**src/delay_pkg.sv**
```systemverilog
`default_nettype none

package delay_pkg;

    // Lane 0 sample record
    typedef struct packed {
        logic [11:0] data;  // Upper bits
        logic [3:0]  tag;
    } sample_t;

    // Lane 1 payload
    typedef logic [7:0] flags_t;

    // Register write bus
    typedef struct packed {
        logic        wr;     // Single-cycle write strobe
        logic [1:0]  addr;
        logic [15:0] wdata;
    } cfg_wr_t;

    // Register map
    localparam logic [1:0] CFG_LEN0 = 2'd0;
    localparam logic [1:0] CFG_LEN1 = 2'd1;
    localparam logic [1:0] CFG_CTRL = 2'd2;  // Bit 0 selects LFSR source for lane 0
    localparam logic [1:0] CFG_SEED = 2'd3;

    // LFSR state width and reset seed
    localparam int LFSR_W = 16;
    localparam logic [LFSR_W-1:0] SEED_RESET = 16'h0001;

endpackage

`default_nettype wire

```
**src/delay_line.sv**
```systemverilog
`timescale 1ns/1ps
`default_nettype none

module delay_line
    import delay_pkg::*;
#(
    parameter type payload_t = flags_t,
    parameter int  DEPTH     = 16,
    localparam int LEN_W     = $clog2(DEPTH)
) (
    input  wire logic             clk,
    input  wire logic             er,
    input  wire logic             shift_en,
    input  wire logic [LEN_W-1:0] len,
    input  wire payload_t         din,
    output payload_t              dout
);

    payload_t stage [DEPTH];  // stage[0] is the newest entry

    always_ff @(posedge clk or posedge er) begin
        if (er) begin
            for (int k = 0; k < DEPTH; k++) begin
                stage[k] <= '0;
            end
        end else if (shift_en) begin
            stage[0] <= din;
            for (int k = 1; k < DEPTH; k++) begin
                stage[k] <= stage[k-1];
            end
        end
    end

    // Tap follows len at once, over the existing history
    assign dout = stage[len];

    // Length register must always address a real stage
    property p_len_in_range;
        @(posedge clk) disable iff (er)
        len < DEPTH;
    endproperty

    a_len_in_range : assert property (p_len_in_range)
        else $error("delay_line: len %0d out of range", len);

    // No shift at this edge and the tap unchanged, so the output holds
    property p_hold_when_idle;
        @(posedge clk) disable iff (er)
        !shift_en ##1 ($stable(len) && $stable(shift_en)) |-> $stable(dout);
    endproperty

    a_hold_when_idle : assert property (p_hold_when_idle)
        else $error("delay_line: dout moved with shift disabled");

endmodule

`default_nettype wire

```
**src/delay_cfg_regs.sv**
```systemverilog
`timescale 1ns/1ps
`default_nettype none

module delay_cfg_regs
    import delay_pkg::*;
#(
    parameter int  DEPTH = 16,
    localparam int LEN_W = $clog2(DEPTH)
) (
    input  wire logic              clk,
    input  wire logic              er,
    input  wire cfg_wr_t           cfg,
    output logic [LEN_W-1:0]       len0,
    output logic [LEN_W-1:0]       len1,
    output logic                   src_lfsr,
    output logic [LFSR_W-1:0]      seed,
    output logic                   seed_load
);

    localparam logic [LEN_W-1:0] LEN_RESET = LEN_W'(DEPTH - 1);

    logic seed_wr;  // Accepted seed write this cycle

    // Zero would lock the LFSR up, so it is dropped
    assign seed_wr = cfg.wr && (cfg.addr == CFG_SEED) && (cfg.wdata != '0);

    always_ff @(posedge clk or posedge er) begin
        if (er) begin
            len0      <= LEN_RESET;
            len1      <= LEN_RESET;
            src_lfsr  <= 1'b0;
            seed      <= SEED_RESET;
            seed_load <= 1'b0;
        end else begin
            seed_load <= seed_wr;  // Pulse in the cycle after the write
            if (cfg.wr) begin
                case (cfg.addr)
                    CFG_LEN0: len0     <= cfg.wdata[LEN_W-1:0];
                    CFG_LEN1: len1     <= cfg.wdata[LEN_W-1:0];
                    CFG_CTRL: src_lfsr <= cfg.wdata[0];
                    CFG_SEED: begin
                        if (seed_wr) begin
                            seed <= cfg.wdata[LFSR_W-1:0];
                        end
                    end
                    default: ;
                endcase
            end
        end
    end

    // Load pulse is a single cycle wide
    property p_seed_load_pulse;
        @(posedge clk) disable iff (er)
        seed_load |=> !seed_load;
    endproperty

    a_seed_load_pulse : assert property (p_seed_load_pulse)
        else $error("delay_cfg_regs: seed_load held for two cycles");

endmodule

`default_nettype wire

```
**src/lfsr_gen.sv**
```systemverilog
`timescale 1ns/1ps
`default_nettype none

module lfsr_gen
    import delay_pkg::*;
(
    input  wire logic              clk,
    input  wire logic              er,
    input  wire logic [LFSR_W-1:0] seed,
    input  wire logic              seed_load,
    input  wire logic              step,
    output logic [LFSR_W-1:0]      word
);

    logic [LFSR_W-1:0] state;
    logic              fb;

    // Taps 16, 15, 13, 4
    assign fb = state[15] ^ state[14] ^ state[12] ^ state[3];

    always_ff @(posedge clk or posedge er) begin
        if (er) begin
            state <= SEED_RESET;
        end else if (seed_load) begin  // Load wins over step
            state <= seed;
        end else if (step) begin
            state <= {state[LFSR_W-2:0], fb};
        end
    end

    assign word = state;

    // All-zero is the lock-up state
    property p_state_nonzero;
        @(posedge clk) disable iff (er)
        state != '0;
    endproperty

    a_state_nonzero : assert property (p_state_nonzero)
        else $error("lfsr_gen: state reached zero");

endmodule

`default_nettype wire

```
**src/delay_bank_top.sv**
```systemverilog
`timescale 1ns/1ps
`default_nettype none

module delay_bank_top
    import delay_pkg::*;
#(
    parameter int  DEPTH = 16,
    localparam int LEN_W = $clog2(DEPTH)
) (
    input  wire logic       clk,
    input  wire logic       er,
    input  wire cfg_wr_t    cfg,
    input  wire logic [1:0] shift_en,   // One enable per lane
    input  wire sample_t    in_sample,
    input  wire flags_t     in_flags,
    output sample_t         out_sample,
    output flags_t          out_flags
);

    logic [LEN_W-1:0]  len0;
    logic [LEN_W-1:0]  len1;
    logic              src_lfsr;
    logic [LFSR_W-1:0] seed;
    logic              seed_load;
    logic [LFSR_W-1:0] lfsr_word;
    logic              lfsr_step;
    sample_t           lane0_din;

    delay_cfg_regs #(
        .DEPTH (DEPTH)
    ) i_delay_cfg_regs (
        .clk       (clk),
        .er        (er),
        .cfg       (cfg),
        .len0      (len0),
        .len1      (len1),
        .src_lfsr  (src_lfsr),
        .seed      (seed),
        .seed_load (seed_load)
    );

    // LFSR only advances while lane 0 consumes it
    assign lfsr_step = shift_en[0] & src_lfsr;

    lfsr_gen i_lfsr_gen (
        .clk       (clk),
        .er        (er),
        .seed      (seed),
        .seed_load (seed_load),
        .step      (lfsr_step),
        .word      (lfsr_word)
    );

    // Bits 15..4 to data, 3..0 to tag
    assign lane0_din = src_lfsr ? sample_t'(lfsr_word) : in_sample;

    delay_line #(
        .payload_t (sample_t),
        .DEPTH     (DEPTH)
    ) i_lane0 (
        .clk      (clk),
        .er       (er),
        .shift_en (shift_en[0]),
        .len      (len0),
        .din      (lane0_din),
        .dout     (out_sample)
    );

    delay_line #(
        .payload_t (flags_t),
        .DEPTH     (DEPTH)
    ) i_lane1 (
        .clk      (clk),
        .er       (er),
        .shift_en (shift_en[1]),
        .len      (len1),
        .din      (in_flags),
        .dout     (out_flags)
    );

endmodule

`default_nettype wire

```
**config.mk**
```make
export PLATFORM = sky130hd
export DESIGN_NAME = delay_bank_top
export DESIGN_NICKNAME = d
export VERILOG_FILES = /design/src/delay_pkg.sv /design/src/delay_line.sv /design/src/delay_cfg_regs.sv /design/src/lfsr_gen.sv /design/src/delay_bank_top.sv
export SDC_FILE = /design/constraint.sdc
export NUM_CORES = 1
export LEC_CHECK = 0
export BUFFER_PORTS_ARGS = -buffer_cell sky130_fd_sc_hd__buf_2
export CAP_MARGIN = 20
export CORE_AREA = 8 8 167 248
export CTS_CLUSTER_SIZE = 28
export DETAILED_ROUTE_END_ITERATION = 12
export DIE_AREA = 0 0 175 256
export PLACE_DENSITY = 0.77
export SYNTH_ARGS = -nofsm -noshare
export SYNTH_HDL_FRONTEND = slang
export SYNTH_HIERARCHICAL = 1
export SYNTH_SLANG_ARGS = --single-unit
```
**constraint.sdc**
```tcl
create_clock -name clk -period 9.55 [get_ports clk]
set_clock_uncertainty 0.15 [all_clocks]
set_input_delay 0.955 -clock clk [delete_from_list [all_inputs] [get_ports clk]]
set_output_delay 0.955 -clock clk [all_outputs]
set_load 0.02 [all_outputs]
```
After elaboration in Yosys (flattened, before gate mapping)
Cells that the tools add are included.
- magnitude comparators: 2
- equal/unequal tests: 3
- multiplexer cells: 9
- bitwise logic cells: 6
- reduce and logical (&&, ||, !) cells: 9
- operator list (operator ; count):
    $mux 16 ; 5
    $bmux 16 s4 ; 1
    $bmux 8 s4 ; 1
    $mux 8 ; 2
    $reduce_bool 16->1 ; 1
    $ge 5x5->1 const B ; 2
    $not 4->5 ; 2
    $reduce_and 2->1 ; 3
    $eq 2x2->1 const B ; 2
    $reduce_and 3->1 ; 1
    $xor 1x1->1 ; 3
    $eq 2x1->1 const B ; 1
    $logic_and 1x1->1 ; 2
    $logic_not 2->1 ; 1
    $reduce_bool 2->1 ; 1
    $and 1x1->1 ; 1
- register bits: 426
- input port bits: 47
- output and inout port bits: 24
- logic and storage cells: 83

Logic depth before layout (Yosys ltp)
- depth in word-level cells: 5
- depth in mapped cells: 8
- gate-level depth less buffers: 4

Cells and area by module
Netlist, hierarchy kept.
- by module, submodules not included (module ; times used ; cells an instance ; area an instance (µm²) ; seq. area each (µm²)):
    delay_line at i_lane0 ; 1 ; 678 ; 11383.4 ; 6406.1
    delay_line at i_lane1 ; 1 ; 342 ; 5816.8 ; 3203.1
    delay_cfg_regs ; 1 ; 64 ; 1079.8 ; 661.9
    lfsr_gen ; 1 ; 74 ; 795.8 ; 401.6
    delay_bank_top ; 1 ; 19 ; 252.7 ; 0.0

Worst setup path after synthesis
Ideal clock, no wire load.
- path kind: reg-to-output
- from: register i_delay_cfg_regs.len0[1]
- to: output port out_sample[2] (netlist name)
- arrival: 1715 ps
- required time: 8445 ps
- path slack: 6730 ps
- stages on the path, launching flop included: 7
- buffers on the path: 3
- cell sequence: dfstp_2 > buf_4 > buf_4 > buf_2 > mux4_2 > a22oi_1 > nand2_1
- RTL lines (what ; RTL line ; source):
    start: declaration ; delay_cfg_regs.sv:13 ; output logic [LEN_W-1:0] len0,
    start signal: assignment ; delay_cfg_regs.sv:38 ; CFG_LEN0: len0 <= cfg.wdata[LEN_W-1:0];
    end: declaration ; delay_bank_top.sv:16 ; output sample_t out_sample,

==> results.md <==
- Setup Crit Path Kind: reg -> out
- Clk_lat worst skew: 0.53 ns
- Vias in the first global route: 11.1k
- Least-Margin Pin Slew: 1.08 ns
- Psw: 1.93 mW
- Clk sinks: 426
- Combinational Power Share: 27.2%
- Beginning of the critical path: i_delay_cfg_regs/len0[0]
- Synth Area per Inst: 16.4 um^2
- Synthesized area: 19,300 um^2
- Crit path time final: 4.43 ns
- Final setup fails: 0
- Drt initial violations: 695
- Fin nets: 1,271
- Highest Clock Rate: 0.226 GHz
- Cts repair resizes: 0
- Status: completed
- Synth Warn #: 6
- Drt pass-1 iters: 4
- Synth top area cells: dfrtp_1 54%, mux2_2 24%, mux4_2 7.8%, mux4_1 3.5%, a22oi_1 1.9%
- I/O Buffers: 70
- Yosys cell types: 37
- Slew HR: 28.2%
- Dominant cell type by area after synthesis: dfrtp_1
- Worst Setup Start Kind: flip-flop
- Setup TNS: 0 ns
- Max-slew violations: 0
- Hold crit path type: in -> async
- Worst-path fanout max: 49
- Seq pwr share: 48.6%
- Post-synth top area share: 53.9%
- Yosys reg bits: 426
- H-tree levels: 2
- Initial antenna violation count: 0
- Syn nets: 1,224
- Vias per cell: 5.77
- Largest net degree at the start of global routing: 117
- Die Width: 175 um
- Wirelength per Cell: 20.3 um
- CTS tree: built
- Maximum VDD drop: 0.185 mV
- Final period util: 46.3%
- Worst r2r src: i_delay_cfg_regs/src_lfsr
- DP Worst Slack: 5.61 ns
- GRT Util Overall: 16.2%
- Req. time, crit path: 8.45 ns
- PnR Total Power: 6.62 mW
- Cts bufs inserted: 42
- Hold-fix buffers, CTS: 0
- Detail Placement HPWL: 22,600 um
- Post-Synthesis Cells: 1,177
- Antenna cells: 0
- Antenna-violating nets left: 0
- Congestion Overflow GR: 0
- Fin worst setup slack: 5.12 ns
- Die Height: 256 um
- Ports: 71
- Max-Cap Viols: 0
- RSZ-0062 raised after global routing: false
- First-pass GRT wire length: 59,500 um
- Vias: 10.1k
- DR DRC count: 0
- Core area: 38,000 um^2
- DIE AREA: 44,800 um^2
- Sequential cell area fraction in the yosys report: 55.2%
- Area growth, synth to finish: 10.0%
- Row count: 88
- Post-CTS setup buffers: 0
- Sw Ratio: 29.1%
- Leak: 9.10 nW
- Final Hold Fails: 0
- Clock buffer depth: 3
- Routed wire length: 35,600 um
- Root Buffer: clkbuf_16
- Internal: 4.69 mW
- Clk pwr share: 24.2%
- Starting Density: 50.9%
- Routability-driven placement congestion ratio: 0.736
- CP arrival: 3.32 ns
- Proportion of layout cells with a drive suffix above 1: 52.5%
- Crit end category: primary output
- Reg clk slew, reported paths: 0.06 ns
- Power density over cell area: 311 nW/um^2
==> logic make-up after synthesis <==
family | share of synthesized area [%]
multiplexers | 37.6
flip-flops | 55.2
buffers and inverters | 3.17
AO/OA/AOI/OAI | 2.30
AND/OR/NAND/NOR | 1.52
XOR/XNOR | 0.175
==> final cells by class <==
cell class,instances,area (um^2)
Clock inverter,10,82.6
Inverter,5,28.8
Fill cell,2968,16700
Multi-Input combinational cell,664,8050
Clock buffer,65,1270
Tap cell,495,619
Timing Repair Buffer,85,543
Sequential cell,426,10700
==> final timing paths <==
| kind | to | depth (start not counted) | slack (ns) |
|---|---|---|---|
| min in group clk | i_lfsr_gen/word[15] | 2 | 0.33 |
| max reg2reg | i_lfsr_gen/word[9] | 3 | 7.38 |
| min | i_delay_cfg_regs/seed[2] | 2 | 0.28 |
| max | out_sample[12] | 5 | 5.12 |
| max in group asynchronous | i_lane0/stage[152] | 5 | 6.86 |
| min reg2reg | i_lfsr_gen/word[15] | 2 | 0.33 |
==> power groups by stage <==
stage	sequential (mW)	combinational (mW)	clock [mW]
floorplan	2.97	1.57	0
CTS	3.22	1.83	1.66
global placement	3.20	1.75	0
detailed placement	3.25	1.82	0
global route	3.34	1.95	1.72
finish	3.22	1.80	1.60
==> state kept, by name, summed over array words and instances (netlist names) <==
register / count
i_lane0/stage: 256
i_lane1/stage: 128
i_delay_cfg_regs/seed: 16
i_lfsr_gen/word: 16
i_delay_cfg_regs/len0: 4
i_delay_cfg_regs/len1: 4
i_delay_cfg_regs/seed_load: 1
i_delay_cfg_regs/src_lfsr: 1
==> layout by cell type, fill, tap and decap left out, types with 9 or more instances in the layout <==
master | netlist | final
dfrtp_1 | 416 | 416
mux2_2 | 407 | 407
buf_2 | 48 | 68
mux4_2 | 67 | 67
a22oi_1 | 48 | 48
clkbuf_16 | 0 | 45
nand2_1 | 40 | 40
mux4_1 | 26 | 26
mux2_4 | 18 | 18
o21ai_1 | 16 | 16
mux2i_1 | 15 | 15
clkbuf_1 | 6 | 13
buf_4 | 5 | 12
dfstp_2 | 10 | 9
==> through the flow <==
step | cells | instance area [um^2] | hold WS, ns | utilization (%)
2_1_floorplan | 1177 | 19300 | 0.300 | -
3_3_place_gp | 1671 | 19800 | 0.317 | 52.2
3_5_place_dp | 1671 | 19800 | 0.321 | 52.2
4_1_cts | 1746 | 21200 | 0.337 | 55.7
5_1_grt | 1750 | 21300 | 0.251 | 56.0
6_report | 1750 | 21300 | 0.280 | 56.0
==> cells in the mapped netlist, drive strengths merged <==
cell type and instances:
o21ai 16, buf 71, nand3b 1, dfstp 10, nor3b 2, a21oi 1
nand2 40, clkbuf 8, nor2b 3, nor4 4, xnor2 1, dfrtp 416
and2 3, xor2 2, nand4 2, a22oi 48, mux2 425, clkdlybuf4s25 3
mux2i 15, mux4 96, nand2b 1, inv 5, nor2 3, and2b 1
==> critical path, cell delays in order, from the launching register on <==
cell and delay [ns]:
dfstp_4 0.80, buf_4 0.73, mux4_4 0.74, a22oi_1 0.21, nand2_1 0.07, buf_2 0.16
==> layer usage <==
layer	global-route usage, %	vias up	wire (um)
met3	3.03	52	1390
li1	-	4535	-
met4	5.34	0	914
met1	20.3	5366	14700
met5	0	-	0
met2	27.8	141	18600
No activity file was read; power rests on OpenSTA's default activity.
